**config.mk**
```make
export PLATFORM = sky130hd
export DESIGN_NAME = avl_sram_slave_flat
export DESIGN_NICKNAME = d
export VERILOG_FILES = /design/src/common/avl_bus_if.sv /design/src/hdl/avl_sram_slave.sv /design/src/flat_wrapper.sv
export VERILOG_INCLUDE_DIRS = /design/src /design/src/common
export SDC_FILE = /design/constraint.sdc
export NUM_CORES = 2
export LEC_CHECK = 0
export BUFFER_PORTS_ARGS = -buffer_cell sky130_fd_sc_hd__buf_2
export CAP_MARGIN = 20
export CELL_PAD_IN_SITES_DETAIL_PLACEMENT = 1
export CELL_PAD_IN_SITES_GLOBAL_PLACEMENT = 2
export CORE_UTILIZATION = 48
export CTS_BUF_LIST = sky130_fd_sc_hd__clkbuf_16
export CTS_CLUSTER_SIZE = 14
export DETAILED_ROUTE_END_ITERATION = 8
export GPL_TIMING_DRIVEN = 0
export PLACE_DENSITY = 0.76
export SYNTH_ARGS = -nofsm -noshare
export SYNTH_HDL_FRONTEND = slang
export SYNTH_SLANG_ARGS = --single-unit
```
**constraint.sdc**
```tcl
create_clock -name clk -period 2.4 [get_ports clk]
set_clock_uncertainty 0.05 [all_clocks]
set_input_delay 0.12 -clock clk [delete_from_list [all_inputs] [get_ports clk]]
set_output_delay 0.12 -clock clk [all_outputs]
set_load 0.005 [all_outputs]
```
**src/common/avl_bus_consts.svh**
```systemverilog
`ifndef AVL_BUS_CONSTS_SVH
`define AVL_BUS_CONSTS_SVH

// ********************
// bus geometry
// ********************

// number of masters sharing the single slave port.
`define AVL_MASTER_NUM 4

// word address width, 64 words in the on-chip SRAM.
`define AVL_ADDR_W 6

// data width of one beat.
`define AVL_DATA_W 32

// one byte enable per byte lane.
`define AVL_BE_W (`AVL_DATA_W / 8)

// ********************
// FIFO depths
// ********************

// both depths must be powers of two.
`define AVL_SEL_FIFO_DEPTH 8
`define AVL_RESP_FIFO_DEPTH 4

`endif
```
**src/common/avl_bus_if.sv**
```systemverilog
`timescale 1ns/100ps
`include "avl_bus_consts.svh"

// one memory-mapped bus port between a master and a slave.
interface avl_bus_if;

  // command channel.
  logic [`AVL_ADDR_W-1:0] address;
  logic [`AVL_BE_W-1:0]   byte_en;
  logic                   read;
  logic                   write;
  logic [`AVL_DATA_W-1:0] write_data;
  logic                   request_ready;

  // read response channel.
  logic [`AVL_DATA_W-1:0] read_data;
  logic                   read_data_valid;
  logic                   resp_ready;

  modport master (
    output address,
    output byte_en,
    output read,
    output write,
    output write_data,
    output resp_ready,
    input  request_ready,
    input  read_data,
    input  read_data_valid
  );

  modport slave (
    input  address,
    input  byte_en,
    input  read,
    input  write,
    input  write_data,
    input  resp_ready,
    output request_ready,
    output read_data,
    output read_data_valid
  );

endinterface

```
**src/hdl/avl_sram_slave.sv**
```systemverilog
`timescale 1ns/100ps
`include "avl_bus_consts.svh"

// on-chip SRAM behind the bus, one cycle of read latency.
module avl_sram_slave (
  input logic      clk,
  input logic      rst_n,
  avl_bus_if.slave bus
);

  localparam int WORDS = 2 ** `AVL_ADDR_W;

  logic [`AVL_DATA_W-1:0] mem [WORDS];
  logic [`AVL_DATA_W-1:0] resp_data;
  logic                   resp_valid;
  logic                   accept;

  // a new command fits when the response register is free or emptying.
  assign bus.request_ready = !resp_valid || bus.resp_ready;
  assign accept            = bus.request_ready && (bus.read || bus.write);

  assign bus.read_data       = resp_data;
  assign bus.read_data_valid = resp_valid;

  // ********************
  // storage
  // ********************

  // each byte lane is written only when its enable is set.
  always_ff @(posedge clk) begin
    if (accept && bus.write) begin
      for (int b = 0; b < `AVL_BE_W; b++) begin
        if (bus.byte_en[b]) begin
          mem[bus.address][8*b +: 8] <= bus.write_data[8*b +: 8];
        end
      end
    end
  end

  // ********************
  // response register
  // ********************

  always_ff @(posedge clk) begin
    if (accept && bus.read) begin
      resp_data <= mem[bus.address];
    end
  end

  // the response is held until the interconnect takes it.
  always_ff @(posedge clk or negedge rst_n) begin
    if (!rst_n) begin
      resp_valid <= 1'b0;
    end else if (bus.request_ready) begin
      resp_valid <= accept && bus.read;
    end
  end

  // single-beat commands are either a read or a write, never both.
  a_rd_wr_excl : assert property (@(posedge clk) disable iff (!rst_n)
    !(bus.read && bus.write));

endmodule

```
**src/flat_wrapper.sv**
```systemverilog
// flat-port wrapper written by rule: the top's interface ports become plain ports
module avl_sram_slave_flat 
  (clk, rst_n, bus_address, bus_byte_en, bus_read, bus_write, bus_write_data, bus_resp_ready, bus_request_ready, bus_read_data, bus_read_data_valid);
  avl_bus_if bus_i ();
  input logic clk;
  input logic rst_n;
  input wire logic [$bits(bus_i.address)-1:0] bus_address;
  input wire logic [$bits(bus_i.byte_en)-1:0] bus_byte_en;
  input wire logic [$bits(bus_i.read)-1:0] bus_read;
  input wire logic [$bits(bus_i.write)-1:0] bus_write;
  input wire logic [$bits(bus_i.write_data)-1:0] bus_write_data;
  input wire logic [$bits(bus_i.resp_ready)-1:0] bus_resp_ready;
  output wire logic [$bits(bus_i.request_ready)-1:0] bus_request_ready;
  output wire logic [$bits(bus_i.read_data)-1:0] bus_read_data;
  output wire logic [$bits(bus_i.read_data_valid)-1:0] bus_read_data_valid;
  assign bus_i.address = bus_address;
  assign bus_i.byte_en = bus_byte_en;
  assign bus_i.read = bus_read;
  assign bus_i.write = bus_write;
  assign bus_i.write_data = bus_write_data;
  assign bus_i.resp_ready = bus_resp_ready;
  assign bus_request_ready = bus_i.request_ready;
  assign bus_read_data = bus_i.read_data;
  assign bus_read_data_valid = bus_i.read_data_valid;
  avl_sram_slave u_core (.clk(clk), .rst_n(rst_n), .bus(bus_i));
endmodule
```
Word level (Yosys, flattened, before mapping)
Memory sizes are Yosys's and may differ from the RTL's. A register that Yosys moved wholly into a read port is not among the register bits. Index checks and enable logic that the tools add are counted.

Logic and storage cells: 20. Memories: 1. Latch bits: 0. Input port bits: 47. ROM bits: 0. RAM bits: 2048. Bits in registers: 1.

Divide/modulo/power cells: 0. Reductions and logical operators: 6. Shift-type cells: 0. $mul: 0. Add/subtract/negate cells: 0. Bitwise operators: 0. Equality and inequality tests: 0. Muxes and demuxes: 12. Magnitude comparators: 0.

Memories: u_core.mem (words 64, bits a word 32, read ports 1, clocked after memory_dff 1, wr ports 1, line avl_sram_slave.sv:13) `` logic [`AVL_DATA_W-1:0] mem [WORDS]; ``.

Operators by type and width (number): $mux 1 (12); $logic_and 1x1->1 (3); $logic_or 1x1->1 (2); $logic_not 1->1 (1).

Depth between registers and ports, before layout
Depth in word-level cells: 6. Mapped depth: 12.

Worst setup path after synthesis
No wires, ideal clock.

Kind: input to register. From: in bus_address[0]. To: mem u_core.mem[11][24] in the netlist's numbering (enable). Library setup time: 0.371 ns. Required time: 1.979 ns. Path slack: -0.078 ns. Stages: 9. Buffers on the path: 5. Arrival time: 2.057 ns. Path through: buf_6 > buf_6 > buf_4 > buf_4 > buf_2 > nand2_1 > nor2_1 > nand3_1 > nor2_1.

RTL lines: start, declared (line flat_wrapper.sv:7) `input wire logic [$bits(bus_i.address)-1:0] bus_address;`; end, declared (line avl_sram_slave.sv:13).

No word-level cell before the write port.

==> flow_metrics.tcl <==
set metrics [dict create \
    status "complete, but fails checks" \
    violations "negative setup slack" \
    overflow 0 \
    fin_area_um2 98500 \
    hp-class "in2reg" \
    pwr-share-seq_pct 50.1 \
    drive_above_1_share_pct 29.8 \
    syn_to_final_growth_pct 24.3 \
    syn-num-nets 4660 \
    syn_inst 4613 \
    synth_most_common_cell "edfxtp_1" \
    power_frac_clock_pct 40.5 \
    dp_hpwl_um 292000 \
    min_period_over_period_pct 117 \
    vdd_drop_max_uv 802 \
    holdPathStages 2 \
    first_pass_iters 7 \
    die_w_um 408 \
    fillers 14200 \
    synth_top_area_share_pct 78.8 \
    ys_top_cells_by_count "edfxtp_1, a221oi_1, nor2_1, clkbuf_1, a22oi_1" \
    cts-htree-levels 4 \
    power_mw 80.1 \
    die-height_um 408 \
    synth-seq-cells 2081 \
    synth-async-reset-ratio_pct 0.0481 \
    synth_edf_count 2080 \
    p_leak_nw 31.3 \
    hold_viol_final 0 \
    slew_viol_final 0 \
    num_vias 57900 \
    initial_utilization_pct 48.5 \
    antenna_found_initial 53 \
    seq_area_frac_synth_pct 78.8 \
    p_per_area_nw_per_um2 814 \
    ys.warnings.count 0 \
    synth_compound_area_share_pct 11.6 \
    ys_types 54 \
    synth_xor_area_share_pct 0 \
    place_ws_ns -3.45 \
    crit_required_ns 2.95 \
    dieArea_um2 167000 \
    fin_util_pct 60.3 \
    place_area_um2 85200 \
    avgSynthCellArea_um2 17.2 \
    grtUsageTotal_pct 49.3 \
    grt_pass1_vias 54100 \
    core_um2 163000 \
    setup_viol_count_final 453 \
    holdWs_ns 0.0289 \
    setup_tns_ns -23.38 \
    clkTransAtPathRegs_ns 0.06 \
    cts_tree "done" \
    drc 0 \
    vias_per_cell 7.60 \
    p_sw_share_pct 25.8 \
    ys.flop_type "edfxtp_1" \
    worstSetupPathType "in2reg" \
    synthSimpleGateAreaFrac_pct 3.89 \
    ant_nets 0 \
    crit_fanout 10 \
    pwr-share-comb_pct 9.4 \
    crit_arrival_ns 3.36 \
    drt_iter0_drc 11600 \
    wl_um 416000 \
    reg2reg_depth 5 \
    setup_ws_ns -0.414 \
    synth_top_area_cell "edfxtp_1" \
    clock_latency_ns 0.91 \
    switching_power_mw 20.7 \
    dp.cells 7036 \
    ys_top_cells_by_area "edfxtp_1, a221oi_1, nor2_1, a22oi_1, mux2i_1" \
    fmax_mhz 355 \
    synth-adder-area-share_pct 0 \
    cts.sinks 2081 \
    slew_headroom_pct 13.5 \
    synthMuxAreaShare_pct 3.75 \
    worstMarginPinSlew_ns 1.29 \
    core.rowCount 148 \
    cp-start-kind "primary input" \
    grt_pass1_wl_um 529000 \
    rsz0062_at_grt "true" \
    cap_violations 0 \
    final_cells 7621 \
    synth_top_family_by_area "compound AO/OA/AOI/OAI gates" \
    intPower_mw 59.4 \
    cts_buffers 211 \
    io_pins 81 \
    gp_congestion 1.06 \
    layout.nets 5288 \
    period_needed_ns 2.81 \
    io_buffers 76 \
    crit_path_end_kind "flip-flop" \
    wire_per_inst_um 54.5 \
    cts_buffer_depth 3 \
    grt_max_degree 65 \
    syn_area_um2 79300 \
    clock-root-buffer "clkbuf_16" \
]
-- placed cells by master, fill, tap and decap left out, types with 37 or more instances in the layout --
cell,netlist,layout
nor2_1,448,173
buf_12,0,66
nor2_4,0,220
dlygate4sd3_1,0,44
a21oi_1,78,59
nor2_2,0,55
clkinv_1,0,69
nand2_1,130,113
clkinv_2,0,42
a221oi_2,0,45
buf_6,2,92
mux2_2,44,42
inv_1,2,39
a22oi_1,199,163
o22ai_1,87,79
buf_4,9,184
o21ai_0,169,99
a221oi_1,513,451
mux2i_1,135,130
clkbuf_1,205,37
clkbuf_2,0,71
clkbuf_16,0,214
buf_2,88,111
edfxtp_1,2080,2080
a22oi_2,1,37
mux4_2,50,50
buf_8,0,68
clkbuf_4,0,49
-- worst paths after layout --
kind,start,to,slack (ns)
worst max-delay path,bus_address[4],u_core.bus.read_data[12],-0.41
worst min-delay path,bus_write_data[17],u_core.mem[56][17],0.03
worst max register to register,u_core.mem[57][27],u_core.bus.read_data[27],-0.41
worst min register to register,u_core.mem[39][12],u_core.bus.read_data[12],0.79
max in group asynchronous,rst_n,u_core.bus.read_data_valid,1.59
min in group asynchronous,rst_n,u_core.bus.read_data_valid,0.60
-- critical path, stage by stage --
cell	delay (ns)
buf_2	0.19
clkbuf_2	0.25
buf_8	0.22
nand3_1	0.36
clkbuf_4	0.44
clkbuf_4	0.39
nor2_1	0.25
a221oi_4	0.52
o211a_1	0.39
nand4_1	0.21
-- routing by layer --
metal / GRT usage, % / part of all wire [%] / up-vias
li1: - / - / 20500
met1: 60.6 / 33 / 29900
met2: 67.7 / 41 / 6014
met3: 21.2 / 16 / 1529
met4: 39.3 / 9.9 / 46
met5: 0.805 / 0.11 / -
-- repair_timing --
item | CTS | global route
pin swaps | 121 | 78
hold endpoints to repair | 2117 | 0
setup endpoints to repair | 2080 | 693
cloned | 0 | 1
hold buffers | 44 | 0
resized for setup | 1200 | 259
setup buffers | 111 | 11
-- cell type report --
class                      instances  area, um2  share of cell area [%]
sequential                      2081      62500                    63.4
multi-input combinational       2163      18900                    19.1
clock buffer                     212       5310                    5.39
timing repair buffer             419       5040                    5.12
tap                             2175       2720                    2.76
buffer                           362       2710                    2.75
clock inverter                   182       1310                    1.33
antenna                           24       60.1                  0.0610
inverter                           3       17.5                  0.0178
-- kinds of logic after synthesis --
group / after synthesis
buf+inv: 369
flops: 2081
mux: 229
compound gates: 1205
simple gates: 729
-- registers in the layout, summed over array words and instances (netlist names) --
signal / cells
u_core.bus.read_data_valid: 1
u_core.mem: 2048
u_core.bus.read_data: 32
-- power groups by stage --
stage	Sequential, mW	Combinational [mW]	Clock [mW]
3_5_place_dp	40.9	6.09	0
4_1_cts	40.1	6.79	32.0
5_1_grt	40.1	7.25	33.3
3_3_place_gp	41.0	5.64	0
6_report	40.1	7.56	32.5
2_1_floorplan	40.9	1.93	0
Note: power is estimated with default switching activity, not from simulation.
